File: src/rtl/cpu_pkg.sv
package cpu_pkg;

    // ==============================
    // widths
    // ==============================
    typedef logic [31:0] word_t;     // data, address, instruction
    typedef logic [4:0]  reg_idx_t;
    typedef logic [6:0]  opcode_t;

    // ==============================
    // major opcodes
    // ==============================
    localparam opcode_t op_rtype  = 7'b0110011;
    localparam opcode_t op_itype  = 7'b0010011;
    localparam opcode_t op_lui    = 7'b0110111;
    localparam opcode_t op_load   = 7'b0000011;
    localparam opcode_t op_store  = 7'b0100011;
    localparam opcode_t op_branch = 7'b1100011;
    localparam opcode_t op_jal    = 7'b1101111;

    typedef enum logic [2:0] {
        alu_add,
        alu_sub,
        alu_and,
        alu_or,
        alu_xor,
        alu_slt,
        alu_pass_b      // lui
    } alu_op_e;

    // ==============================
    // stage control vectors
    // ==============================
    typedef logic [6:0] ex_ctrl_t;
    typedef logic [3:0] mm_ctrl_t;

    localparam int ec_use_imm   = 0;
    localparam int ec_reg_write = 1;
    localparam int ec_mem_read  = 2;
    localparam int ec_mem_write = 3;
    localparam int ec_branch    = 4;
    localparam int ec_branch_ne = 5;
    localparam int ec_jump      = 6;

    localparam int mc_reg_write = 0;
    localparam int mc_mem_read  = 1;
    localparam int mc_mem_write = 2;
    localparam int mc_link      = 3;    // write back pc+4

    // memory-mapped I/O
    localparam word_t led_addr = 32'h0000_0ff0;
    localparam word_t sw_addr  = 32'h0000_0ff4;

endpackage

File: src/rtl/cpu_intf.sv
`timescale 1ns/1ps

// MEM/WB result, seen by the register file and the forwarding muxes
interface wb_bus_if;
    logic             we;
    cpu_pkg::reg_idx_t rd;
    cpu_pkg::word_t   data;
    logic             valid;

    modport src (
        output we,
        output rd,
        output data,
        output valid
    );

    modport snk (
        input  we,
        input  rd,
        input  data,
        input  valid
    );
endinterface

interface dmem_if;
    cpu_pkg::word_t addr;
    cpu_pkg::word_t wdata;
    logic           we;
    logic           re;
    cpu_pkg::word_t rdata;    // OR of all slaves, built at top

    modport master (
        output addr,
        output wdata,
        output we,
        output re,
        input  rdata
    );

    modport slave (
        input  addr,
        input  wdata,
        input  we,
        input  re
    );
endinterface

File: src/rtl/mem_stage.sv
`timescale 1ns/1ps

module mem_stage (
    input  logic              cpuclk,
    input  logic              rst_n,
    input  cpu_pkg::word_t    mm_alu,
    input  cpu_pkg::word_t    mm_store,
    input  cpu_pkg::reg_idx_t mm_rd,
    input  cpu_pkg::mm_ctrl_t mm_ctrl,
    input  cpu_pkg::word_t    mm_pc4,
    input  logic              mm_valid,
    dmem_if.master            dmem,
    output cpu_pkg::word_t    mem_result,
    wb_bus_if.src             wb,
    output logic              retire_valid,
    output cpu_pkg::word_t    retire_pc,
    output cpu_pkg::reg_idx_t retire_rd,
    output logic              retire_we,
    output cpu_pkg::word_t    retire_data
);

    assign dmem.addr  = mm_alu;
    assign dmem.wdata = mm_store;
    assign dmem.we    = mm_ctrl[cpu_pkg::mc_mem_write];
    assign dmem.re    = mm_ctrl[cpu_pkg::mc_mem_read];

    // also the EX/MEM forwarding value
    assign mem_result = mm_ctrl[cpu_pkg::mc_mem_read] ? dmem.rdata :
                        mm_ctrl[cpu_pkg::mc_link]     ? mm_pc4     : mm_alu;

    // ==============================
    // MEM/WB
    // ==============================
    always_ff @(posedge cpuclk or negedge rst_n) begin
        if (!rst_n) begin
            retire_valid <= 1'b0;
            retire_we    <= 1'b0;
        end else begin
            retire_valid <= mm_valid;
            retire_we    <= mm_valid && mm_ctrl[cpu_pkg::mc_reg_write];
        end
    end

    always_ff @(posedge cpuclk) begin
        retire_pc   <= mm_pc4 - 32'd4;
        retire_rd   <= mm_rd;
        retire_data <= mem_result;
    end

    assign wb.valid = retire_valid;
    assign wb.we    = retire_we;
    assign wb.rd    = retire_rd;
    assign wb.data  = retire_data;

endmodule

File: src/flat_wrapper.sv
// flat-port wrapper written by rule: the top's interface ports become plain ports
module mem_stage_flat 
  (cpuclk, rst_n, mm_alu, mm_store, mm_rd, mm_ctrl, mm_pc4, mm_valid, mem_result, retire_valid, retire_pc, retire_rd, retire_we, retire_data, dmem_addr, dmem_wdata, dmem_we, dmem_re, dmem_rdata, wb_we, wb_rd, wb_data, wb_valid);
  dmem_if dmem_i ();
  wb_bus_if wb_i ();
  input  logic cpuclk;
  input  logic rst_n;
  input  cpu_pkg::word_t mm_alu;
  input  cpu_pkg::word_t mm_store;
  input  cpu_pkg::reg_idx_t mm_rd;
  input  cpu_pkg::mm_ctrl_t mm_ctrl;
  input  cpu_pkg::word_t mm_pc4;
  input  logic mm_valid;
  output cpu_pkg::word_t mem_result;
  output logic retire_valid;
  output cpu_pkg::word_t retire_pc;
  output cpu_pkg::reg_idx_t retire_rd;
  output logic retire_we;
  output cpu_pkg::word_t retire_data;
  output wire logic [$bits(dmem_i.addr)-1:0] dmem_addr;
  output wire logic [$bits(dmem_i.wdata)-1:0] dmem_wdata;
  output wire logic [$bits(dmem_i.we)-1:0] dmem_we;
  output wire logic [$bits(dmem_i.re)-1:0] dmem_re;
  input wire logic [$bits(dmem_i.rdata)-1:0] dmem_rdata;
  output wire logic [$bits(wb_i.we)-1:0] wb_we;
  output wire logic [$bits(wb_i.rd)-1:0] wb_rd;
  output wire logic [$bits(wb_i.data)-1:0] wb_data;
  output wire logic [$bits(wb_i.valid)-1:0] wb_valid;
  assign dmem_addr = dmem_i.addr;
  assign dmem_wdata = dmem_i.wdata;
  assign dmem_we = dmem_i.we;
  assign dmem_re = dmem_i.re;
  assign dmem_i.rdata = dmem_rdata;
  assign wb_we = wb_i.we;
  assign wb_rd = wb_i.rd;
  assign wb_data = wb_i.data;
  assign wb_valid = wb_i.valid;
  mem_stage u_core (.cpuclk(cpuclk), .rst_n(rst_n), .mm_alu(mm_alu), .mm_store(mm_store), .mm_rd(mm_rd), .mm_ctrl(mm_ctrl), .mm_pc4(mm_pc4), .mm_valid(mm_valid), .dmem(dmem_i), .mem_result(mem_result), .wb(wb_i), .retire_valid(retire_valid), .retire_pc(retire_pc), .retire_rd(retire_rd), .retire_we(retire_we), .retire_data(retire_data));
endmodule
File: config.mk
export PLATFORM = sky130hd
export DESIGN_NAME = mem_stage_flat
export DESIGN_NICKNAME = d
export VERILOG_FILES = /design/src/rtl/cpu_pkg.sv /design/src/rtl/cpu_intf.sv /design/src/rtl/mem_stage.sv /design/src/flat_wrapper.sv
export SDC_FILE = /design/constraint.sdc
export NUM_CORES = 1
export LEC_CHECK = 0
export ABC_CLOCK_PERIOD_IN_PS = 3250
export CAP_MARGIN = 10
export CORE_AREA = 2 2 134 136
export DETAILED_ROUTE_END_ITERATION = 7
export DIE_AREA = 0 0 136 138
export DONT_BUFFER_PORTS = 1
export GPL_ROUTABILITY_DRIVEN = 0
export HOLD_SLACK_MARGIN = 0.02
export PLACE_DENSITY_LB_ADDON = 0.08
export SETUP_SLACK_MARGIN = 0.4
export SLEW_MARGIN = 40
export SYNTH_ARGS = -nofsm -noshare
export SYNTH_HDL_FRONTEND = slang
export SYNTH_SLANG_ARGS = --single-unit
File: constraint.sdc
create_clock -name cpuclk -period 3.25 [get_ports cpuclk]
set_input_delay 0.325 -clock cpuclk [delete_from_list [all_inputs] [get_ports cpuclk]]
set_output_delay 0.325 -clock cpuclk [all_outputs]
set_load 0.03 [all_outputs]
==> impl_summary.md <==
Run status
The flow ran to the end, and the final reports show no timing, DRC or antenna violations.

Placed design
The HPWL after detailed placement is 8.047 mm. The worst-case setup slack after placement is 1.314 ns. In this run, placement finished with an instance count of 481.

Port buffering added 0 buffers. Once placement finished, the instance area stood at 0.002940 mm².

Clock tree
The number of gates given a new drive strength after cts is 0. The clock tree from TritonCTS is done. The clock sink total is 71.

The number of setup buffers added after CTS is 0. The maximum level of the CTS H-tree is 3. The number of buffers added by the clock tree synthesis step is 9. After clock tree synthesis, the clock-pin slew on the worst setup and hold paths is 0.06 ns. The cell sitting at the root of the clock tree is a sky130_fd_sc_hd__clkbuf_16. Counting along the longest clock path gives a buffer depth of 2.

STA
The transition time of the tightest slew-check pin is 0.7192 ns. The number of max-slew violations in the final report is 0. The worst slew margin relative to its limit is 51.73%.

Setup repair after global routing left no endpoint under its margin. The final hold violation count came to 0. Once routing completed, OpenROAD measured the worst setup slack at 1.707 ns. Derived from the worst setup path, the maximum achievable clock frequency is 647.9 MHz. The total negative setup slack is 0 ns. The routed design could run at a clock period as short as 1.543 ns. The period utilization is 47.49%. The final-report setup violation count is 0.

Yosys
Summing the areas of all compound-gate instances in the mapped netlist gives 4.633% of the synthesized area. The synthesized area divided by synthesized cell count is 9.471 µm². The cell area that synthesis handed to floorplanning was 0.003457 mm². By instance count, the leading cell after synthesis is sky130_fd_sc_hd__buf_4. The Yosys step of the flow raised 0 warnings.

Counting flops with a built-in enable in the synthesized netlist gives 0. After Yosys synthesis, full adders, half adders and majority gates account for 0.3619% of the synthesized area. For this run, the leading register cell type out of synthesis is sky130_fd_sc_hd__dfxtp_1. The post-synthesis share of cell area spent on xor and xnor gates is 6.840%. The distinct cell type count after synthesis is 29.

Counting every net in the synthesized netlist gives 506. The register area share after synthesis is 41.40%. Summing the areas of all and, or, nand and nor instances in the mapped netlist gives 13.07% of the synthesized area.

In this run the biggest area consumer among cell types represents 39.96% of the synthesized area. After technology mapping, the gate count stands at 365. After synthesis, the largest family of logic cells by area is buffers and inverters. Ranked by instance count, the synthesized netlist is headed by sky130_fd_sc_hd__buf_4, sky130_fd_sc_hd__dfxtp_1, sky130_fd_sc_hd__nand2_1, sky130_fd_sc_hd__mux2i_1, sky130_fd_sc_hd__o21ai_0.

The synthesized design contains 71 register bits. The synthesized design spends more area on one cell type than any other, namely sky130_fd_sc_hd__dfxtp_1. The mux contribution to synthesized area is 9.265%.

After synthesis, the cell types taking the most area are sky130_fd_sc_hd__dfxtp_1, sky130_fd_sc_hd__buf_4, sky130_fd_sc_hd__mux2i_1, sky130_fd_sc_hd__xor2_1, sky130_fd_sc_hd__o21ai_0. After synthesis, the share of flip-flops with an asynchronous set or reset is 2.817%.

Routing
Wire segments on met3 add up to 1.374 mm in the final route. The via density per instance is 4.014. After detailed routing, the number of remaining DRC violations is 0. Before antenna repair, the detailed router went through 4 iterations. The overall via count from detail_route is 2,031.

After the first detailed-routing iteration, the DRC count stood at 86. The wire length on met2 is 5.500 mm. In this run the top signal layer used is met4. The average routed wire per standard cell is 20.55 µm.

The final wirelength is 10.40 mm. Once detail routing completed, the nets flagged for antenna violations numbered 0. The wire length on met1 is 3.292 mm.

Layout
The fraction of layout cells with a size suffix above 1 is 9.747%. The synthesis-to-layout area growth is -3.945%. The final-stage net count is 413. The number of antenna diodes in the final layout is 0. Fill cells in the final layout number 1,997. After the flow finishes, the layout carries non-filler instances totaling 506. The finished cells cover 0.003321 mm².

Worst setup path
The worst setup path is captured at a register. The data required time at the worst endpoint is 3.51 ns. The classification of the worst setup path is in -> reg. The maximum fanout along the worst path is 3. The worst setup path is launched from an input port. The worst path arrival time is 1.81 ns.

GRT
Entering global routing, the biggest net connects 66 pins. The initial antenna violation count came to 0. The number of global-route vias before repair is 2,127. The overall global routing resource usage is 10.86%.

The leftover overflow at the end of global routing is 0. The wire length of the first global-routing pass is 14.21 mm.

Floorplanning
Once the floorplan was initialized, standard cells occupied 19.72% of the core. In this run the core area contains 49 standard-cell rows. For this design the top-level I/O count stands at 348. The floorplan step defined a die boundary enclosing 0.01877 mm². The die is 138 µm tall. The die is 136 µm wide. After floorplanning, the core was sized to cover 0.01753 mm².

Job
The max-cap check violation count is 0.

Pwr
The static leakage power is 1.357 nW. The total power divided by cell area is 713.9 mW/mm². Across the VDD grid, the largest voltage drop is 232.1 µV.

Worst hold path
The classification of the worst-slack hold path is in -> reg.
==> cell usage in the layout (no fill, tap or decap) <==
master / n
sky130_fd_sc_hd__dfxtp_1: 69
sky130_fd_sc_hd__nand2_1: 37
sky130_fd_sc_hd__mux2i_1: 32
sky130_fd_sc_hd__o21ai_1: 28
sky130_fd_sc_hd__xor2_1: 21
sky130_fd_sc_hd__nor4_1: 10
sky130_fd_sc_hd__nor2_1: 9
sky130_fd_sc_hd__clkbuf_16: 9
sky130_fd_sc_hd__dlygate4sd3_1: 9
sky130_fd_sc_hd__nor3_1: 7
sky130_fd_sc_hd__xnor2_1: 6
sky130_fd_sc_hd__o21ai_0: 4
sky130_fd_sc_hd__buf_4: 4
sky130_fd_sc_hd__inv_1: 3
sky130_fd_sc_hd__or3_1: 3
sky130_fd_sc_hd__clkinv_2: 3
sky130_fd_sc_hd__nand3_1: 2
sky130_fd_sc_hd__nor4_2: 2
sky130_fd_sc_hd__or2_2: 2
sky130_fd_sc_hd__dfrtp_1: 2
sky130_fd_sc_hd__nor4_4: 1
sky130_fd_sc_hd__nand4b_4: 1
sky130_fd_sc_hd__or4_4: 1
sky130_fd_sc_hd__or4b_1: 1
sky130_fd_sc_hd__nand4_2: 1
sky130_fd_sc_hd__nand4_1: 1
sky130_fd_sc_hd__or4_1: 1
sky130_fd_sc_hd__nor4b_1: 1
sky130_fd_sc_hd__nand3b_1: 1
sky130_fd_sc_hd__and2_1: 1
sky130_fd_sc_hd__ha_1: 1
sky130_fd_sc_hd__inv_6: 1
sky130_fd_sc_hd__clkinvlp_4: 1
sky130_fd_sc_hd__bufinv_16: 1
sky130_fd_sc_hd__clkbuf_1: 1
==> routing by layer <==
layer  GRT usage (%)  up-vias
met5               0        -
met2           19.55      171
li1                -      921
met4           4.879        0
met1           9.648      915
met3           6.271       24
==> where the power goes <==
part	leakage (nW)	switching, mW	internal (mW)
Combinational	0.608	0.123	0.0619
Clock	0.143	0.404	0.594
Sequential	0.607	0.252	0.936
Total	1.36	0.779	1.59
==> metrics by stage <==
| stage | total power [mW] | hold WS (ns) | util [%] |
|---|---|---|---|
| 2_1_floorplan | 1.567 | 0.02941 | - |
| 3_3_place_gp | 1.391 | 0.02948 | 16.77 |
| 6_report | 2.371 | 0.07114 | 18.94 |
| 4_1_cts | 2.439 | 0.04938 | 18.94 |
| 3_5_place_dp | 1.394 | 0.02947 | 16.77 |
| 5_1_grt | 2.499 | 0.04674 | 18.94 |
==> worst max-delay path, cell delays in order <==
cell and delay [ns]:
sky130_fd_sc_hd__or4_4 0.53, sky130_fd_sc_hd__or4b_1 0.51, sky130_fd_sc_hd__nor4_2 0.27, sky130_fd_sc_hd__xor2_1 0.17
==> cells by family (layout without fill, tap and decap cells) <==
kind of cell             Yosys count  in the layout
multiplexers                      32             32
flip-flops                        71             71
adder cells (fa/ha/maj)            1              1
AO/OA/AOI/OAI                     32             32
buffers and inverters            120             32
AND/OR/NAND/NOR                   82             82
XOR/XNOR                          27             27
==> path summary, 6_finish.rpt <==
| kind | end | slack, ns | cells after the start | start |
|---|---|---|---|---|
| setup / recovery | u_core.retire_pc[31] | 1.71 | 4 | mm_pc4[28] |
| hold / removal | u_core.retire_pc[2] | 0.07 | 1 | mm_pc4[2] |
| max in group asynchronous | u_core.retire_valid | 2.92 | 1 | rst_n |
| min in group asynchronous | u_core.retire_we | 0.21 | 1 | rst_n |
==> cell type report <==
type | count | area (µm²) | area share (%)
clock buffer | 10 | 229.0 | 6.895
multi-input combinational | 174 | 1181 | 35.57
timing repair buffer | 13 | 120.1 | 3.617
inverter | 3 | 11.26 | 0.3391
tap | 229 | 286.5 | 8.629
sequential | 71 | 1431 | 43.10
clock inverter | 6 | 61.31 | 1.846
==> state kept, by name, summed over array words and instances (netlist names) <==
signal / flops
u_core.retire_data: 32
u_core.retire_pc: 32
u_core.retire_rd: 5
u_core.retire_valid: 1
u_core.retire_we: 1
==> what timing repair did <==
item / CTS / global route
setup endpoints to repair: 0 / 0
endpoints found under the hold margin: 10 / 0
hold buffers: 9 / 0
(Power assumes the default switching activity.)
