===== config.mk =====
export PLATFORM = sky130hd
export DESIGN_NAME = decode_unit_flat
export DESIGN_NICKNAME = d
export VERILOG_FILES = /design/src/rtl/cpu_pkg.sv /design/src/rtl/cpu_intf.sv /design/src/rtl/decode_unit.sv /design/src/flat_wrapper.sv
export SDC_FILE = /design/constraint.sdc
export NUM_CORES = 1
export LEC_CHECK = 0
export BUFFER_PORTS_ARGS = -buffer_cell sky130_fd_sc_hd__buf_2
export CORE_MARGIN = 4
export CORE_UTILIZATION = 30
export DETAILED_ROUTE_END_ITERATION = 8
export PLACE_DENSITY = 0.49
export SKIP_LAST_GASP = 1
export SLEW_MARGIN = 20
export SYNTH_ARGS = -nofsm -noshare
export SYNTH_HDL_FRONTEND = slang
export SYNTH_SLANG_ARGS = --single-unit

===== constraint.sdc =====
create_clock -name cpuclk -period 4.08 [get_ports cpuclk]
set_input_delay 0.816 -clock cpuclk [delete_from_list [all_inputs] [get_ports cpuclk]]
set_output_delay 0.816 -clock cpuclk [all_outputs]
set_load 0.05 [all_outputs]

===== src/rtl/cpu_pkg.sv =====
package cpu_pkg;

    // ==============================
    // widths
    // ==============================
    typedef logic [31:0] word_t;     // data, address, instruction
    typedef logic [4:0]  reg_idx_t;
    typedef logic [6:0]  opcode_t;

    // ==============================
    // major opcodes
    // ==============================
    localparam opcode_t op_rtype  = 7'b0110011;
    localparam opcode_t op_itype  = 7'b0010011;
    localparam opcode_t op_lui    = 7'b0110111;
    localparam opcode_t op_load   = 7'b0000011;
    localparam opcode_t op_store  = 7'b0100011;
    localparam opcode_t op_branch = 7'b1100011;
    localparam opcode_t op_jal    = 7'b1101111;

    typedef enum logic [2:0] {
        alu_add,
        alu_sub,
        alu_and,
        alu_or,
        alu_xor,
        alu_slt,
        alu_pass_b      // lui
    } alu_op_e;

    // ==============================
    // stage control vectors
    // ==============================
    typedef logic [6:0] ex_ctrl_t;
    typedef logic [3:0] mm_ctrl_t;

    localparam int ec_use_imm   = 0;
    localparam int ec_reg_write = 1;
    localparam int ec_mem_read  = 2;
    localparam int ec_mem_write = 3;
    localparam int ec_branch    = 4;
    localparam int ec_branch_ne = 5;
    localparam int ec_jump      = 6;

    localparam int mc_reg_write = 0;
    localparam int mc_mem_read  = 1;
    localparam int mc_mem_write = 2;
    localparam int mc_link      = 3;    // write back pc+4

    // memory-mapped I/O
    localparam word_t led_addr = 32'h0000_0ff0;
    localparam word_t sw_addr  = 32'h0000_0ff4;

endpackage


===== src/rtl/cpu_intf.sv =====
`timescale 1ns/1ps

// MEM/WB result, seen by the register file and the forwarding muxes
interface wb_bus_if;
    logic             we;
    cpu_pkg::reg_idx_t rd;
    cpu_pkg::word_t   data;
    logic             valid;

    modport src (
        output we,
        output rd,
        output data,
        output valid
    );

    modport snk (
        input  we,
        input  rd,
        input  data,
        input  valid
    );
endinterface



===== src/rtl/decode_unit.sv =====
`timescale 1ns/1ps

module decode_unit (
    input  logic              cpuclk,
    input  logic              rst_n,
    input  cpu_pkg::word_t    id_pc,
    input  cpu_pkg::word_t    id_inst,
    input  logic              id_valid,
    input  logic              redirect,
    wb_bus_if.snk             wb,
    output logic              stall,
    output cpu_pkg::word_t    ex_pc,
    output cpu_pkg::word_t    ex_rs1_val,
    output cpu_pkg::word_t    ex_rs2_val,
    output cpu_pkg::word_t    ex_imm,
    output cpu_pkg::reg_idx_t ex_rs1,
    output cpu_pkg::reg_idx_t ex_rs2,
    output cpu_pkg::reg_idx_t ex_rd,
    output cpu_pkg::alu_op_e  ex_alu_op,
    output cpu_pkg::ex_ctrl_t ex_ctrl,
    output logic              ex_valid
);

    cpu_pkg::opcode_t  opcode;
    cpu_pkg::reg_idx_t rs1, rs2, rd;
    logic [2:0]        funct3;
    cpu_pkg::word_t    regs [32];
    cpu_pkg::word_t    rs1_val, rs2_val, imm;
    cpu_pkg::ex_ctrl_t ctrl;
    cpu_pkg::alu_op_e  alu_op, funct_op;
    logic              uses_rs1, uses_rs2;

    assign opcode = id_inst[6:0];
    assign rd     = id_inst[11:7];
    assign funct3 = id_inst[14:12];
    assign rs1    = id_inst[19:15];
    assign rs2    = id_inst[24:20];

    always_comb begin
        case (funct3)
            3'b111:  funct_op = cpu_pkg::alu_and;
            3'b110:  funct_op = cpu_pkg::alu_or;
            3'b100:  funct_op = cpu_pkg::alu_xor;
            3'b010:  funct_op = cpu_pkg::alu_slt;
            default: funct_op = cpu_pkg::alu_add;
        endcase
    end

    // ==============================
    // control and immediate
    // ==============================
    always_comb begin
        ctrl     = '0;
        alu_op   = cpu_pkg::alu_add;
        imm      = {{20{id_inst[31]}}, id_inst[31:20]};    // I type
        uses_rs1 = 1'b1;
        uses_rs2 = 1'b0;
        case (opcode)
            cpu_pkg::op_rtype: begin
                ctrl[cpu_pkg::ec_reg_write] = 1'b1;
                uses_rs2 = 1'b1;
                alu_op   = (funct3 == 3'b000 && id_inst[30]) ? cpu_pkg::alu_sub : funct_op;
            end
            cpu_pkg::op_itype: begin
                ctrl[cpu_pkg::ec_reg_write] = 1'b1;
                ctrl[cpu_pkg::ec_use_imm]   = 1'b1;
                alu_op = funct_op;
            end
            cpu_pkg::op_lui: begin
                ctrl[cpu_pkg::ec_reg_write] = 1'b1;
                ctrl[cpu_pkg::ec_use_imm]   = 1'b1;
                alu_op   = cpu_pkg::alu_pass_b;
                imm      = {id_inst[31:12], 12'b0};
                uses_rs1 = 1'b0;
            end
            cpu_pkg::op_load: begin
                ctrl[cpu_pkg::ec_reg_write] = 1'b1;
                ctrl[cpu_pkg::ec_use_imm]   = 1'b1;
                ctrl[cpu_pkg::ec_mem_read]  = 1'b1;
            end
            cpu_pkg::op_store: begin
                ctrl[cpu_pkg::ec_use_imm]   = 1'b1;
                ctrl[cpu_pkg::ec_mem_write] = 1'b1;
                imm      = {{20{id_inst[31]}}, id_inst[31:25], id_inst[11:7]};
                uses_rs2 = 1'b1;
            end
            cpu_pkg::op_branch: begin
                ctrl[cpu_pkg::ec_branch]    = 1'b1;
                ctrl[cpu_pkg::ec_branch_ne] = funct3[0];    // bne
                imm = {{19{id_inst[31]}}, id_inst[31], id_inst[7],
                       id_inst[30:25], id_inst[11:8], 1'b0};
                uses_rs2 = 1'b1;
            end
            cpu_pkg::op_jal: begin
                ctrl[cpu_pkg::ec_reg_write] = 1'b1;
                ctrl[cpu_pkg::ec_jump]      = 1'b1;
                imm = {{11{id_inst[31]}}, id_inst[31], id_inst[19:12],
                       id_inst[20], id_inst[30:21], 1'b0};
                uses_rs1 = 1'b0;
            end
            default: uses_rs1 = 1'b0;    // unsupported, becomes a nop
        endcase
    end

    // register file, write-through on a same-cycle read
    always_ff @(posedge cpuclk) begin
        if (wb.valid && wb.we && wb.rd != '0) begin
            regs[wb.rd] <= wb.data;
        end
    end

    assign rs1_val = (rs1 == '0) ? '0 :
                     (wb.valid && wb.we && wb.rd == rs1) ? wb.data : regs[rs1];
    assign rs2_val = (rs2 == '0) ? '0 :
                     (wb.valid && wb.we && wb.rd == rs2) ? wb.data : regs[rs2];

    // load in ID/EX feeding this instruction
    assign stall = id_valid && ex_valid && ex_ctrl[cpu_pkg::ec_mem_read] && ex_rd != '0 &&
                   ((uses_rs1 && ex_rd == rs1) || (uses_rs2 && ex_rd == rs2));

    always_ff @(posedge cpuclk or negedge rst_n) begin
        if (!rst_n) begin
            ex_valid <= 1'b0;
            ex_ctrl  <= '0;
        end else if (redirect || stall || !id_valid) begin
            ex_valid <= 1'b0;    // bubble
            ex_ctrl  <= '0;
        end else begin
            ex_valid <= 1'b1;
            ex_ctrl  <= ctrl;
        end
    end

    always_ff @(posedge cpuclk) begin
        ex_pc      <= id_pc;
        ex_rs1_val <= rs1_val;
        ex_rs2_val <= rs2_val;
        ex_imm     <= imm;
        ex_rs1     <= rs1;
        ex_rs2     <= rs2;
        ex_rd      <= rd;
        ex_alu_op  <= alu_op;
    end

endmodule


===== src/flat_wrapper.sv =====
// flat-port wrapper written by rule: the top's interface ports become plain ports
module decode_unit_flat 
  (cpuclk, rst_n, id_pc, id_inst, id_valid, redirect, stall, ex_pc, ex_rs1_val, ex_rs2_val, ex_imm, ex_rs1, ex_rs2, ex_rd, ex_alu_op, ex_ctrl, ex_valid, wb_we, wb_rd, wb_data, wb_valid);
  wb_bus_if wb_i ();
  input  logic cpuclk;
  input  logic rst_n;
  input  cpu_pkg::word_t id_pc;
  input  cpu_pkg::word_t id_inst;
  input  logic id_valid;
  input  logic redirect;
  output logic stall;
  output cpu_pkg::word_t ex_pc;
  output cpu_pkg::word_t ex_rs1_val;
  output cpu_pkg::word_t ex_rs2_val;
  output cpu_pkg::word_t ex_imm;
  output cpu_pkg::reg_idx_t ex_rs1;
  output cpu_pkg::reg_idx_t ex_rs2;
  output cpu_pkg::reg_idx_t ex_rd;
  output cpu_pkg::alu_op_e ex_alu_op;
  output cpu_pkg::ex_ctrl_t ex_ctrl;
  output logic ex_valid;
  input wire logic [$bits(wb_i.we)-1:0] wb_we;
  input wire logic [$bits(wb_i.rd)-1:0] wb_rd;
  input wire logic [$bits(wb_i.data)-1:0] wb_data;
  input wire logic [$bits(wb_i.valid)-1:0] wb_valid;
  assign wb_i.we = wb_we;
  assign wb_i.rd = wb_rd;
  assign wb_i.data = wb_data;
  assign wb_i.valid = wb_valid;
  decode_unit u_core (.cpuclk(cpuclk), .rst_n(rst_n), .id_pc(id_pc), .id_inst(id_inst), .id_valid(id_valid), .redirect(redirect), .wb(wb_i), .stall(stall), .ex_pc(ex_pc), .ex_rs1_val(ex_rs1_val), .ex_rs2_val(ex_rs2_val), .ex_imm(ex_imm), .ex_rs1(ex_rs1), .ex_rs2(ex_rs2), .ex_rd(ex_rd), .ex_alu_op(ex_alu_op), .ex_ctrl(ex_ctrl), .ex_valid(ex_valid));
endmodule

==> results.py <==
metrics = {
    "status": {
        "outcome": "complete, no violations",
    },
    "detailed_routing": {
        "wl_per_cell_um": 33.18,
        "routed_wirelength_mm": 188.0,
        "detail_route.first_pass.iterations": 6,
        "antenna_left": 0,
        "vias": 31700,
        "detail_route.vias_per_cell": 5.594,
        "drcViolationCount": 0,
        "drt-initial-drc-count": 3534,
    },
    "floorplanning": {
        "fp.dieH_um": 423.5,
        "die_x_um": 423.5,
        "dieArea_mm2": 0.1794,
        "floorplan.initialDensity_pct": 30.16,
        "design.portCount": 262,
        "cell_row_count": 152,
        "core_mm2": 0.1717,
    },
    "hold_path": {
        "path_category_of_the_worst_min_delay_check": "input port to flip-flop",
    },
    "setup_path": {
        "r2r_start": "u_core.regs[10][17]",
        "crit_end": "stall",
        "worstSetupPathType": "flip-flop to primary output",
        "critical_path_source": "u_core.ex_rd[0]",
        "cp.arrival_ns": 2.51,
        "start_kind": "flip-flop",
        "timing.critical_path.required_ns": 3.26,
        "setup.reg_to_reg.worst_slack_ns": 1.61,
        "worst-r2r-cell-count": 5,
        "critical_path_peak_fanout": 4,
        "r2r-end": "u_core.ex_rs1_val[17]",
        "critPathCaptureType": "primary output",
    },
    "sta": {
        "slew_of_the_pin_with_the_lowest_slew_margin_ns": 1.026,
        "worst_slew_margin_rel_pct": 29.84,
        "report.final.setup_viol": 0,
        "finalClockSkew_ns": 0.01904,
        "final.setup.tns_ns": 0,
        "finalWorstPathRequiredPeriod_ns": 3.325,
        "rsz0062_at_grt": "false",
        "max_freq_mhz": 300.8,
        "final_hold_viol_count": 0,
        "report.final.slew_viol_count": 0,
        "min_period_over_period_pct": 81.49,
    },
    "synthesis": {
        "part_of_the_yosys_area_used_for_sequential_elements_pct": 65.39,
        "post_synth_inst_count": 2855,
        "synth_enable_flop_cells": 1024,
        "yosysWarnings": 0,
        "synthFlopType": "sky130_fd_sc_hd__edfxtp_1",
        "synth_seq_cells": 1178,
        "synth.lib_cells_used.distinct": 67,
        "synthArstFlopShare_pct": 0.6791,
        "postSynthAreaPerCell_um2": 18.14,
        "syn-cell-area_mm2": 0.05180,
    },
    "placement": {
        "place_congestion": 0.8043,
        "placement.io_buffers": 261,
        "dp_hpwl_mm": 114.0,
    },
    "global_route": {
        "grt.total_usage_pct": 20.51,
        "grt_max_degree": 62,
        "globalRoute.totalOverflow": 0,
        "grt_first_pass_wirelength_mm": 257.8,
        "grt_antenna_before_repair": 19,
        "vias_in_the_first_global_route": 31750,
    },
    "cts": {
        "cts_buffers": 137,
        "cts_hold_buf": 1,
        "cts.htree.levels": 4,
        "clock_tree_from_tritoncts": "built",
        "insertion_delay_ns": 0.79,
        "clock_sink_count": 1178,
        "post_cts.resized_instances": 0,
        "clock_path_buffers": 3,
        "cts-root-buf": "sky130_fd_sc_hd__clkbuf_16",
        "postCtsSetupBuffers": 0,
        "post_cts_clock_slew_at_the_launch_and_capture_registers_of_the_worst_setup_and_hold_paths_ns": 0.06,
    },
    "layout": {
        "layout.area.seq_mm2": 0.03387,
        "finish.utilization_pct": 35.79,
        "finalNetCount": 3340,
        "multi_input_area_mm2": 0.01711,
        "nFillCells": 16090,
        "area_growth_syn_to_layout_pct": 18.64,
        "post_route_cells_drive_above_1_share_pct": 33.07,
    },
    "power_and_ir_drop": {
        "cellLeakagePower_nw": 20.62,
        "power_per_cell_area_mw_per_mm2": 456.8,
        "peakVddDrop_v": 0.0004180,
    },
    "run": {
        "timing.max_cap.violations": 0,
    },
}
## routing by layer
metal | vias to the layer above | GRT usage [%] | share of wire [%]
met5 | - | 0 | 0.028
met4 | 8 | 8.258 | 4.2
met3 | 333 | 4.571 | 8.0
met2 | 1478 | 34.15 | 49
met1 | 16990 | 25.96 | 39
li1 | 12890 | - | -
## cell type report
type / count / area share [%]
Tap cell: 2310 / 4.703
Timing Repair Buffer: 440 / 5.283
Multi-Input combinational cell: 1467 / 27.83
Clock buffer: 196 / 6.156
Sequential cell: 1178 / 55.12
Inverter: 9 / 0.05497
Clock inverter: 57 / 0.8123
Antenna cell: 10 / 0.04072
## where the power goes
part           internal (W)  switching, W  total [W]
logic              0.000937       0.00181    0.00275
clock network       0.00677       0.00507     0.0118
registers            0.0133      0.000169     0.0135
total                0.0210       0.00705     0.0281
## how the worst min path moves through the flow
stage	startpoint	slack, ns	depth (start not counted)	end
after floorplan	rst_n	0.52	0	u_core.ex_ctrl[0]
after global placement	rst_n	0.67	1	u_core.ex_ctrl[1]
after detailed placement	rst_n	0.67	1	u_core.ex_ctrl[1]
after CTS	id_pc[21]	0.06	1	u_core.ex_pc[21]
after global routing	id_pc[8]	0.09	1	u_core.ex_pc[8]
final	id_pc[3]	0.13	1	u_core.ex_pc[3]
## stage by stage
stage	hold WS (ns)	setup WS, ns	instances	instance area (µm²)	total power [W]
after floorplan	0.5204	0.8073	2886	51920	0.01535
after global placement	0.6707	0.6593	5403	57140	0.01650
after detailed placement	0.6723	0.6159	5403	57140	0.01650
after CTS	0.06233	0.7025	5657	61430	0.02838
after global routing	0.09142	0.5724	5658	61440	0.02904
final	0.1287	0.7552	5667	61460	0.02807
## cell families after synthesis
logic type | count (synthesis) | share of synthesized area (%)
other | 1 | 0.007239
muxes | 636 | 21.78
DFF | 1178 | 65.39
buffers and inverters | 241 | 2.398
AOI/OAI and AO/OA | 544 | 7.794
and+or+nand+nor | 233 | 2.263
xor gates and xnor gates | 22 | 0.3720
## cells in the mapped netlist, types with 19 or more instances
| cell | count | area share (%) |
|---|---|---|
| sky130_fd_sc_hd__edfxtp_1 | 1024 | 59 |
| sky130_fd_sc_hd__mux2i_1 | 227 | 4.4 |
| sky130_fd_sc_hd__nand2_1 | 42 | 0.30 |
| sky130_fd_sc_hd__a221oi_1 | 36 | 0.61 |
| sky130_fd_sc_hd__a22oi_1 | 97 | 1.4 |
| sky130_fd_sc_hd__clkbuf_1 | 107 | 0.78 |
| sky130_fd_sc_hd__mux4_2 | 391 | 17 |
| sky130_fd_sc_hd__buf_4 | 26 | 0.38 |
| sky130_fd_sc_hd__a22o_1 | 57 | 0.96 |
| sky130_fd_sc_hd__buf_6 | 19 | 0.41 |
| sky130_fd_sc_hd__a21oi_1 | 108 | 1.0 |
| sky130_fd_sc_hd__a21o_1 | 24 | 0.35 |
| sky130_fd_sc_hd__o221ai_1 | 42 | 0.71 |
| sky130_fd_sc_hd__o21ai_0 | 38 | 0.37 |
| sky130_fd_sc_hd__a2111oi_0 | 24 | 0.41 |
| sky130_fd_sc_hd__o22ai_1 | 35 | 0.42 |
| sky130_fd_sc_hd__dfxtp_1 | 146 | 5.6 |
| sky130_fd_sc_hd__buf_2 | 68 | 0.66 |
| sky130_fd_sc_hd__nor2_1 | 80 | 0.58 |
## registers in the layout (all words and copies together) (netlist names)
register and cells:
u_core.regs 1024, u_core.ex_imm 32, u_core.ex_pc 32, u_core.ex_rs1_val 32, u_core.ex_rs2_val 32, u_core.ex_ctrl 7
u_core.ex_rd 5, u_core.ex_rs1 5, u_core.ex_rs2 5, u_core.ex_alu_op 3, u_core.ex_valid 1
## critical path: stages (launching register included)
cell and delay, ns:
sky130_fd_sc_hd__dfxtp_1 0.47, sky130_fd_sc_hd__xor2_1 0.12, sky130_fd_sc_hd__nor4_1 0.27, sky130_fd_sc_hd__a2bb2oi_1 0.15, sky130_fd_sc_hd__nor4_1 0.31, sky130_fd_sc_hd__and2_1 0.17
sky130_fd_sc_hd__buf_2 0.26
## cells in the final DEF (no fill, tap or decap), types with 9 or more instances in the layout
master                         n
sky130_fd_sc_hd__clkbuf_1     46
sky130_fd_sc_hd__o21ai_0      38
sky130_fd_sc_hd__nor2_4       33
sky130_fd_sc_hd__a2111oi_0    24
sky130_fd_sc_hd__nand2_1      42
sky130_fd_sc_hd__clkinv_2     16
sky130_fd_sc_hd__a21oi_1     108
sky130_fd_sc_hd__xor2_1        9
sky130_fd_sc_hd__o221ai_1     42
sky130_fd_sc_hd__a22oi_1      97
sky130_fd_sc_hd__buf_12       44
sky130_fd_sc_hd__nand2b_1     12
sky130_fd_sc_hd__nor2b_1      13
sky130_fd_sc_hd__a221oi_1     36
sky130_fd_sc_hd__mux4_2      391
sky130_fd_sc_hd__conb_1       32
sky130_fd_sc_hd__dfxtp_1     146
sky130_fd_sc_hd__nand3_1      15
sky130_fd_sc_hd__clkinv_1     19
sky130_fd_sc_hd__a21o_1       24
sky130_fd_sc_hd__mux2i_1     227
sky130_fd_sc_hd__a221o_1      12
sky130_fd_sc_hd__clkbuf_16   139
sky130_fd_sc_hd__diode_2      10
sky130_fd_sc_hd__a32o_1       14
sky130_fd_sc_hd__a22o_1       57
sky130_fd_sc_hd__buf_4       137
sky130_fd_sc_hd__nor3_1       11
sky130_fd_sc_hd__mux2_2       18
sky130_fd_sc_hd__nor2_1       46
sky130_fd_sc_hd__edfxtp_1   1024
sky130_fd_sc_hd__xnor2_1      13
sky130_fd_sc_hd__buf_2       254
sky130_fd_sc_hd__a32oi_1      11
sky130_fd_sc_hd__o22ai_1      35
(Power assumes the default switching activity.)
