### src/rtl/cpu_pkg.sv
package cpu_pkg;

    // ==============================
    // widths
    // ==============================
    typedef logic [31:0] word_t;     // data, address, instruction
    typedef logic [4:0]  reg_idx_t;
    typedef logic [6:0]  opcode_t;

    // ==============================
    // major opcodes
    // ==============================
    localparam opcode_t op_rtype  = 7'b0110011;
    localparam opcode_t op_itype  = 7'b0010011;
    localparam opcode_t op_lui    = 7'b0110111;
    localparam opcode_t op_load   = 7'b0000011;
    localparam opcode_t op_store  = 7'b0100011;
    localparam opcode_t op_branch = 7'b1100011;
    localparam opcode_t op_jal    = 7'b1101111;

    typedef enum logic [2:0] {
        alu_add,
        alu_sub,
        alu_and,
        alu_or,
        alu_xor,
        alu_slt,
        alu_pass_b      // lui
    } alu_op_e;

    // ==============================
    // stage control vectors
    // ==============================
    typedef logic [6:0] ex_ctrl_t;
    typedef logic [3:0] mm_ctrl_t;

    localparam int ec_use_imm   = 0;
    localparam int ec_reg_write = 1;
    localparam int ec_mem_read  = 2;
    localparam int ec_mem_write = 3;
    localparam int ec_branch    = 4;
    localparam int ec_branch_ne = 5;
    localparam int ec_jump      = 6;

    localparam int mc_reg_write = 0;
    localparam int mc_mem_read  = 1;
    localparam int mc_mem_write = 2;
    localparam int mc_link      = 3;    // write back pc+4

    // memory-mapped I/O
    localparam word_t led_addr = 32'h0000_0ff0;
    localparam word_t sw_addr  = 32'h0000_0ff4;

endpackage

### src/rtl/cpu_intf.sv


interface dmem_if;
    cpu_pkg::word_t addr;
    cpu_pkg::word_t wdata;
    logic           we;
    logic           re;
    cpu_pkg::word_t rdata;    // OR of all slaves, built at top

    modport master (
        output addr,
        output wdata,
        output we,
        output re,
        input  rdata
    );

    modport slave (
        input  addr,
        input  wdata,
        input  we,
        input  re
    );
endinterface

### src/rtl/mmio_regs.sv
`timescale 1ns/1ps

module mmio_regs (
    input  logic           cpuclk,
    input  logic           rst_n,
    dmem_if.slave          dmem,
    input  logic [7:0]     switches,
    output cpu_pkg::word_t led_out,
    output cpu_pkg::word_t rdata_io
);

    logic [7:0] sw_meta, sw_sync;

    always_ff @(posedge cpuclk or negedge rst_n) begin
        if (!rst_n) begin
            led_out <= '0;
            sw_meta <= '0;
            sw_sync <= '0;
        end else begin
            sw_meta <= switches;    // async input
            sw_sync <= sw_meta;
            if (dmem.we && dmem.addr == cpu_pkg::led_addr) begin
                led_out <= dmem.wdata;
            end
        end
    end

    assign rdata_io = (dmem.re && dmem.addr == cpu_pkg::sw_addr) ? {24'b0, sw_sync} : '0;

endmodule

### src/flat_wrapper.sv
// flat-port wrapper written by rule: the top's interface ports become plain ports
module mmio_regs_flat 
  (cpuclk, rst_n, switches, led_out, rdata_io, dmem_addr, dmem_wdata, dmem_we, dmem_re);
  dmem_if dmem_i ();
  input  logic cpuclk;
  input  logic rst_n;
  input  logic [7:0] switches;
  output cpu_pkg::word_t led_out;
  output cpu_pkg::word_t rdata_io;
  input wire logic [$bits(dmem_i.addr)-1:0] dmem_addr;
  input wire logic [$bits(dmem_i.wdata)-1:0] dmem_wdata;
  input wire logic [$bits(dmem_i.we)-1:0] dmem_we;
  input wire logic [$bits(dmem_i.re)-1:0] dmem_re;
  assign dmem_i.addr = dmem_addr;
  assign dmem_i.wdata = dmem_wdata;
  assign dmem_i.we = dmem_we;
  assign dmem_i.re = dmem_re;
  mmio_regs u_core (.cpuclk(cpuclk), .rst_n(rst_n), .dmem(dmem_i), .switches(switches), .led_out(led_out), .rdata_io(rdata_io));
endmodule
### config.mk
export PLATFORM = sky130hd
export DESIGN_NAME = mmio_regs_flat
export DESIGN_NICKNAME = d
export VERILOG_FILES = /design/src/rtl/cpu_pkg.sv /design/src/rtl/cpu_intf.sv /design/src/rtl/mmio_regs.sv /design/src/flat_wrapper.sv
export SDC_FILE = /design/constraint.sdc
export NUM_CORES = 1
export LEC_CHECK = 0
export BUFFER_PORTS_ARGS = -buffer_cell sky130_fd_sc_hd__buf_2
export CORE_ASPECT_RATIO = 0.75
export CORE_UTILIZATION = 44
export CTS_CLUSTER_SIZE = 20
export DETAILED_ROUTE_END_ITERATION = 8
export GPL_ROUTABILITY_DRIVEN = 0
export GPL_TIMING_DRIVEN = 0
export HOLD_SLACK_MARGIN = 0.02
export PLACE_DENSITY = 0.88
export SYNTH_ARGS = -nofsm -noshare
export SYNTH_HDL_FRONTEND = slang
export SYNTH_SLANG_ARGS = --single-unit
### constraint.sdc
create_clock -name cpuclk -period 4.43 [get_ports cpuclk]
set_clock_uncertainty 0.2 [all_clocks]
set_input_delay 0.886 -clock cpuclk [delete_from_list [all_inputs] [get_ports cpuclk]]
set_output_delay 0.886 -clock cpuclk [all_outputs]
set_load 0.1 [all_outputs]
==> results of run 1 <==
[cells by family after synthesis]
group                  Yosys count  synth area share
flip-flops                      48             0.584
multiplexers                    32             0.230
buffers and inverters           28             0.111
AND/OR/NAND/NOR                 21            0.0724
other                            1           0.00182
[metrics by stage]
stage / worst slack, ns / total power [mW] / utilization / hold WS, ns
2_1_floorplan: 0.188 / 0.562 / - / 0.131
4_1_cts: 0.139 / 0.840 / 0.642 / 0.161
3_5_place_dp: 0.153 / 0.604 / 0.624 / 0.142
5_1_grt: 0.195 / 0.869 / 0.643 / 0.166
3_3_place_gp: 0.164 / 0.601 / 0.624 / 0.131
6_report: 0.320 / 0.829 / 0.643 / 0.157
[cell type report]
type / instances / area share
flip-flops and latches: 48 / 0.418
multi-input cells: 77 / 0.250
repair buffers: 115 / 0.200
plain buffers: 27 / 0.0784
clock buffers: 6 / 0.0253
well taps: 57 / 0.0248
clock inverters: 1 / 0.00174
inverters: 1 / 0.00131
[worst max-delay path, stage by stage]
cell,delay [ns]
buf_2,0.10
or4_1,0.50
or4_4,0.57
nor3_2,0.34
and2_1,0.19
buf_2,0.42
[power groups by stage]
stage | clock, mW | sequential, mW | combinational [mW]
finish | 0.232 | 0.447 | 0.149
floorplan | 0 | 0.455 | 0.107
CTS | 0.243 | 0.447 | 0.149
global route | 0.264 | 0.448 | 0.158
detailed placement | 0 | 0.456 | 0.149
global placement | 0 | 0.455 | 0.146
[path summary, 6_finish.rpt]
check                                     end  slack, ns  depth (start not counted)
max                               rdata_io[5]       0.32                          6
min                         u_core.sw_sync[4]       0.16                          0
max reg2reg                u_core.led_out[30]       3.45                          1
min reg2reg                 u_core.sw_sync[4]       0.16                          0
max in group asynchronous  u_core.led_out[11]       2.85                          1
min in group asynchronous  u_core.led_out[23]       0.56                          1
[what timing repair did]
action / in CTS / in global routing
resized for setup: 0 / 1
setup buffers: 0 / 0
endpoints found under the setup margin: 0 / 7
hold buffers: 0 / 0
[layer usage]
| layer | global-route usage | vias up |
|---|---|---|
| met5 | 0 | - |
| met4 | 0.0612 | 0 |
| met3 | 0.0696 | 5 |
| met2 | 0.305 | 77 |
| met1 | 0.200 | 627 |
| li1 | - | 683 |
[state kept, by name, indices dropped and copies added (netlist names)]
signal / cells
u_core.led_out: 32
u_core.sw_meta: 8
u_core.sw_sync: 8
[cell usage in the layout (no fill, tap or decap), drive strengths merged]
cell,instances
clkbuf,6
clkinv,1
inv,1
or4,3
conb,24
nand2,1
nor3,2
mux2,32
nor4,4
buf,142
nand4,3
dfrtp,48
and2,8
==> impl_results.md, run 1 <==
- Outcome: completed
- Clk_lat worst skew: 0.28 ns
- Initial core utilization: 0.460
- Multi-input logic area: 717 sq um
- RSZ-0062 raised after global routing: false
- Inserted Diodes: 0
- Post-route ant nets: 0
- Vias in the first global route: 1378
- Height of the die: 61.2 um
- Post-route setup TNS: 0 ns
- Dpl hpwl: 3320 um
- Inserted Clock Buffers: 5
- Clock Root Buffer: clkbuf_8
- WL met1: 1620 um
- Row count: 21
- First-pass GRT wire length: 6190 um
- Final instance area: 2870 sq um
- Crit-path max FO: 8
- Leakage power: 1.67 nW
- Max Root-Sink Buffers: 2
- Part of the power in registers: 0.540
- Hold_sp: u_core.sw_meta[4]
- DR WL met3: 436 um
- Die X-Extent: 80.9 um
- Dominant synthesized flop cell: dfrtp_1
- Synthesis Warnings: 0
- Top-count cell post-synth: dfrtp_1
- Grt total ovfl: 0
- Post-synth top cells: dfrtp_1, mux2_4, buf_4
- R2R Path Start: u_core.led_out[30]
- VDD IR max: 190 uV
- Buffers added on ports: 115
- Pwr Density: 289 nW/um^2
- Placed Area: 2790 sq um
- Int Pwr: 0.591 mW
- DR iter-0 viols: 27
- Top Layer Used: met4
- Area grow syn2layout: 39.7%
- I/O pin count: 140
- Final nets: 351
- Crit share post-route: 0.928
- Average size of a mapped cell: 15.8 sq um
- Number of synthesized flops with an enable pin: 0
- # fillers: 367
- Routed WL: 4180 um
- Total Die Area: 4950 sq um
- Sw Ratio: 0.286
- Register area: 1200 sq um
- MaxCap Viol Count: 0
- Drt via density: 4.19
- Layout cells sized above 1: 0.665
- Logic pwr share: 0.180
- H-tree depth: 2
- Sink Count: 48
- Cell Count, Final, Fillers Out: 332
- Synth top area share: 0.584
- Residual DRC count: 0
- Crit path from: dmem_addr[13]
- Synth area leader: dfrtp_1
- Drt first pass iters: 4
- Vias: 1392
- Core area: 4470 sq um
- Netlist Area Pre-Place: 2060 sq um
- Least-Margin Pin Slew: 0.998 ns
- Synth top area cells: dfrtp_1, mux2_4, buf_4, and2_1, buf_8
- Number of synthesized register bits: 48
- CTS tree: built
- CP Data Required Time: 3.34 ns
- Cells after DPL: 325
- Switch Pwr: 0.237 mW
- Critical path capture point type: output pin
- Tmin final: 4.11 ns
- Syn Inst Count: 130
- Sequential share of the synthesized area: 0.584
- Rel. slew slack: 0.335
- Final-report setup violation count: 0
- Slew Limit Fails: 0
- DR WL/cell: 12.6 um
- Worst Setup Path Type: in -> out
- Initial antenna violation count: 0
- Clock share of power: 0.280
- Clock transition at the registers of the reported paths: 0.08 ns
- Pin count of the biggest net entering global routing: 49
- Routed wl met2: 2090 um
- Worst hold path class: reg -> reg
- Gr usage total: 0.175
- Synth unique cells: 15
- Worst path arrival time: 3.02 ns
- Setup crit start kind: primary input
- Fmax: 243 MHz
- Final Hold Violating Endpoints: 0
- Async set or reset register ratio after synthesis: 1.00
Note: power is estimated with default switching activity, not from simulation.
==> run 2: changes to the inputs <==
MAX_ROUTING_LAYER = met4   (was unset)
==> impl_results.md, run 2 (synthesized netlist as in run 1, its figures left out) <==
- Outcome: completed
- VDD IR max: 190 uV (about the same)
- CTS tree: built
- Crit share post-route: 0.928 (about the same)
- Commonest non-fill, non-tap cell in the layout: buf_2
- Grt total ovfl: 0 (unchanged)
- Crit-path max FO: 8 (unchanged)
- Final nets: 351 (unchanged)
- Height of the die: 61.2 um (unchanged)
- Hold-fix buffers, CTS: 0 (unchanged)
- CP Cell Sequence: buf_2 -> or4_1 -> or4_4 -> nor3_2 -> and2_1 -> buf_2
- Worst hold path class: reg -> reg
- Area grow syn2layout: 39.7% (unchanged)
- Leakage power: 1.67 nW (unchanged)
- Post-route setup TNS: 0 ns (unchanged)
- R2R Path Start: u_core.led_out[30]
- MaxCap Viol Count: 0 (unchanged)
- Worst path slowest cell: or4_4
- First-pass GRT wire length: 6180 um (-0.11%)
- Gr usage total: 0.181 (+0.00596)
- Residual DRC count: 0 (unchanged)
- DR iter-0 viols: 27 (unchanged)
- Reg2reg setup slack: 3.45 ns (about the same)
- Clock Root Buffer: clkbuf_8
- Core area: 4470 sq um (unchanged)
- Critical path capture point type: output pin
- I/O pin count: 140 (unchanged)
- Sink Count: 48 (unchanged)
- Final worst slack: 0.320 ns (-0.0000230 ns)
- Layout cells sized above 1: 0.665 (unchanged)
- Worst path arrival time: 3.02 ns (about the same)
- Inserted Diodes: 0 (unchanged)
- DR WL/cell: 12.6 um (about the same)
- Tmin final: 4.11 ns (+0.0000230 ns)
- Die X-Extent: 80.9 um (unchanged)
- Pre-CTS setup slack: 0.153 ns (unchanged)
- Least-Margin Pin Slew: 0.994 ns (-0.00376 ns)
- Vias: 1390 (-0.14%)
- Slew Limit Fails: 0 (unchanged)
- Pwr Density: 289 nW/um^2 (about the same)
- Final instance area: 2870 sq um (unchanged)
- Max reg flops: 32 (unchanged)
- Placed Area: 2790 sq um (unchanged)
- Cell Count, Final, Fillers Out: 332 (unchanged)
- Setup crit start kind: primary input
- Initial antenna violation count: 0 (unchanged)
- Final core occ: 0.643 (unchanged)
- RSZ-0062 raised after global routing: false
- Post-route ant nets: 0 (unchanged)
- Row count: 21 (unchanged)
- Worst hold path cell count: 0 (unchanged)
- Clock transition at the registers of the reported paths: 0.08 ns (about the same)
- CP dominant cell by count: buf_2
- Final Hold Violating Endpoints: 0 (unchanged)
- Pin count of the biggest net entering global routing: 49 (unchanged)
- Dpl hpwl: 3320 um (unchanged)
- Vias in the first global route: 1379 (+0.073%)
- Total Die Area: 4950 sq um (unchanged)
- Most frequent cells in the layout: buf_2, dfrtp_1, mux2_4, buf_4, conb_1
- Top reg by flops: u_core.led_out
- Reg2reg end: u_core.led_out[30]
- Buffers added on ports: 115 (unchanged)
- Rel. slew slack: 0.337 (+0.00251)
- Cells after DPL: 325 (unchanged)
- Postcts setup bufs: 0 (unchanged)
- Final-report setup violation count: 0 (unchanged)
- Max Root-Sink Buffers: 2 (unchanged)
- Hold_sp: u_core.sw_meta[4]
- H-tree depth: 2 (unchanged)
- CP Data Required Time: 3.34 ns (about the same)
- Clk_lat worst skew: 0.29 ns (about the same)
- Inserted Clock Buffers: 5 (unchanged)
- Drt via density: 4.19 (-0.14%)
- Drt first pass iters: 4 (unchanged)
- Largest regs: u_core.led_out: 32 flops, u_core.sw_meta: 8 flops, u_core.sw_sync: 8 flops
- WHS Endpoint: u_core.sw_sync[4]
- Routed WL: 4180 um (about the same)
- Worst Setup Path Type: in -> out
- Fmax: 243 MHz (about the same)
- Initial core utilization: 0.460 (unchanged)
- R2R depth: 1 (unchanged)
- Slowest stage delay, CP: 0.57 ns (about the same)
[run 2: cell counts in the layout (fill, tap and decap cells not counted)]
No cell type changed its count.
[run 2: area by class of cell]
cell class              count  area [sq um]
multi-input cells          77           717
repair buffers            115           576
flip-flops and latches     48          1200
inverters                   1          3.75
clock buffers               6          72.6
fillers                   367          1600
plain buffers              27           225
clock inverters             1          5.00
well taps                  57          71.3
[run 2: worst max path at each step]
stage	from	end	slack [ns]	cells after the start
after global routing	dmem_addr[13]	rdata_io[4]	0.19	6
after CTS	dmem_addr[13]	rdata_io[4]	0.14	6
final	dmem_addr[13]	rdata_io[5]	0.32	6
after floorplan	dmem_addr[13]	rdata_io[0]	0.19	4
after detailed placement	dmem_addr[13]	rdata_io[5]	0.15	6
after global placement	dmem_addr[13]	rdata_io[0]	0.16	6
[run 2: critical path, delay by kind of cell]
| family | cells | cell delay, ns |
|---|---|---|
| buffers and inverters | 2 | 0.52 |
| AND/OR/NAND/NOR | 4 | 1.60 |
[run 2: per-layer routing]
metal	vias to the layer above	global-route usage	share of wire
met5	-	-	0
met4	0	0.0612	0.0077
li1	682	-	-
met2	77	0.305	0.50
met1	626	0.203	0.40
met3	5	0.0652	0.097
[run 2: power breakdown]
group | internal, mW | switching, mW | leakage, nW | total [mW]
combinational | 0.0391 | 0.110 | 0.993 | 0.149
clock | 0.107 | 0.125 | 0.0410 | 0.232
sequential | 0.445 | 0.00196 | 0.634 | 0.447
total | 0.591 | 0.237 | 1.67 | 0.829
[run 2: timing repair]
item,CTS,global route
resized for setup,0,1
endpoints found under the hold margin,0,0
endpoints found under the setup margin,0,7
[run 2: stage by stage]
stage | power (mW) | hold WS, ns
floorplan | 0.562 | 0.131
global placement | 0.601 | 0.131
detailed placement | 0.604 | 0.142
CTS | 0.840 | 0.161
global route | 0.869 | 0.166
finish | 0.829 | 0.157
==> run 3: changes to the inputs <==
--- a/constraint.sdc
+++ b/constraint.sdc
@@ -4,2 +4,2 @@
 set_output_delay 0.886 -clock cpuclk [all_outputs]
-set_load 0.1 [all_outputs]
+set_load 0.05 [all_outputs]
==> impl_results.md, run 3 (synthesized netlist as in run 1, its figures left out) <==
- I/O pin count: 140 (unchanged)
- MaxCap Viol Count: 0 (unchanged)
- Largest regs: u_core.led_out: 32 flops, u_core.sw_meta: 8 flops, u_core.sw_sync: 8 flops
- Final Hold Violating Endpoints: 0 (unchanged)
- Setup crit start kind: primary input
- DR iter-0 viols: 27 (unchanged)
- Register area: 1200 sq um (unchanged)
- Hold-fix buffers, CTS: 0 (unchanged)
- Routed WL: 4180 um (about the same)
- DR WL/cell: 12.6 um (about the same)
- Final-report setup violation count: 0 (unchanged)
- Outcome: completed
- Inserted Diodes: 0 (unchanged)
- Post-cts sizing count: 0 (unchanged)
- Grt total ovfl: 0 (unchanged)
- Least-Margin Pin Slew: 0.994 ns (+0.0000377 ns)
- Critical path capture point type: output pin
- Postcts setup bufs: 0 (unchanged)
- Dpl hpwl: 3320 um (unchanged)
- CP Data Required Time: 3.34 ns (about the same)
- Tmin final: 4.09 ns (-0.0156 ns)
- Leakage power: 1.67 nW (about the same)
- Clk_lat worst skew: 0.29 ns (about the same)
- RSZ-0062 raised after global routing: false
- Fmax: 244 MHz (+0.38%)
- Gr usage total: 0.181 (unchanged)
- Hold WS: 0.157 ns (unchanged)
- Die X-Extent: 80.9 um (unchanged)
- Area grow syn2layout: 39.4%
- Drt first pass iters: 4 (unchanged)
- Vias: 1390 (unchanged)
- Drt via density: 4.19 (unchanged)
- Pwr Density: 274 nW/um^2 (-5.1%)
- Top reg by flops: u_core.led_out
- Crit share post-route: 0.924 (-0.00352)
- Clock transition at the registers of the reported paths: 0.08 ns (about the same)
- Commonest non-fill, non-tap cell in the layout: buf_2
- Worst Setup Path Type: in -> out
- # fillers: 368 (+0.27%)
- VDD IR max: 190 uV (-0.13%)
- Post-route ant nets: 0 (unchanged)
- Total Die Area: 4950 sq um (unchanged)
- H-tree depth: 2 (unchanged)
- Worst path arrival time: 3.01 ns (about the same)
- Residual DRC count: 0 (unchanged)
- Height of the die: 61.2 um (unchanged)
- Max Root-Sink Buffers: 2 (unchanged)
- Layout cells sized above 1: 0.662 (-0.00364)
- Buffers added on ports: 115 (unchanged)
- Multi-input logic area: 712 sq um (-0.70%)
- Pin count of the biggest net entering global routing: 49 (unchanged)
- Post-route setup TNS: 0 ns (unchanged)
- Initial core utilization: 0.460 (unchanged)
- Max reg flops: 32 (unchanged)
- Initial antenna violation count: 0 (unchanged)
- Crit-path max FO: 8 (unchanged)
- Core area: 4470 sq um (unchanged)
- CTS tree: built
- Row count: 21 (unchanged)
- Final nets: 351 (unchanged)
- Slew Limit Fails: 0 (unchanged)
- Inserted Clock Buffers: 5 (unchanged)
- First-pass GRT wire length: 6180 um (unchanged)
- Worst hold path class: reg -> reg
- Sink Count: 48 (unchanged)
- Vias in the first global route: 1379 (unchanged)
- Rel. slew slack: 0.337 (about the same)
- Clock Root Buffer: clkbuf_8
- Most frequent cells in the layout: buf_2, dfrtp_1, mux2_4, buf_4, conb_1
run 3: changes by cell type in the layout (fill, tap and decap cells not counted):
cell    before  now
nor3_1       1    2
nor3_2       1    0
run 3: area by class of cell:
class                      instances  share of cell area
multi-input combinational         77               0.248
timing repair buffer             115               0.201
sequential                        48               0.419
buffer                            27              0.0786
inverter                           1             0.00131
clock inverter                     1             0.00175
clock buffer                       6              0.0253
tap                               57              0.0249
run 3: per-layer routing:
layer | global-route usage | vias to the layer above | share of wire
met1 | 0.203 | 626 | 0.39
met4 | 0.0612 | 0 | 0.0077
met2 | 0.305 | 77 | 0.50
met5 | - | - | 0
met3 | 0.0652 | 5 | 0.097
li1 | - | 682 | -
run 3: where the power goes:
group	switching, mW	internal (mW)
registers	0.00197	0.445
clock network	0.125	0.107
logic	0.0661	0.0392
run 3: critical path: stages:
cell and delay, ns:
buf_2 0.10, or4_1 0.50, or4_4 0.57, nor3_1 0.48, and2_1 0.22, buf_2 0.26
run 3: worst paths after layout:
kind                                    start            endpoint  cells after the start  slack (ns)
min in group asynchronous               rst_n  u_core.led_out[23]                      1        0.56
max                             dmem_addr[13]         rdata_io[5]                      6        0.34
max reg2reg                u_core.led_out[30]  u_core.led_out[30]                      1        3.45
max in group asynchronous               rst_n  u_core.led_out[11]                      1        2.85
min reg2reg                 u_core.sw_meta[4]   u_core.sw_sync[4]                      0        0.16
min                         u_core.sw_meta[4]   u_core.sw_sync[4]                      0        0.16
run 3: through the flow:
step / std cells / power, mW / setup slack, ns / cell area, sq um / util
after global routing: 332 / 0.825 / 0.134 / 2870 / 0.642
final: 332 / 0.785 / 0.336 / 2870 / 0.642
after CTS: 332 / 0.796 / 0.304 / 2870 / 0.642
after floorplan: 153 / 0.518 / 0.516 / 2140 / -
after global placement: 325 / 0.557 / 0.328 / 2790 / 0.624
after detailed placement: 325 / 0.561 / 0.317 / 2790 / 0.624
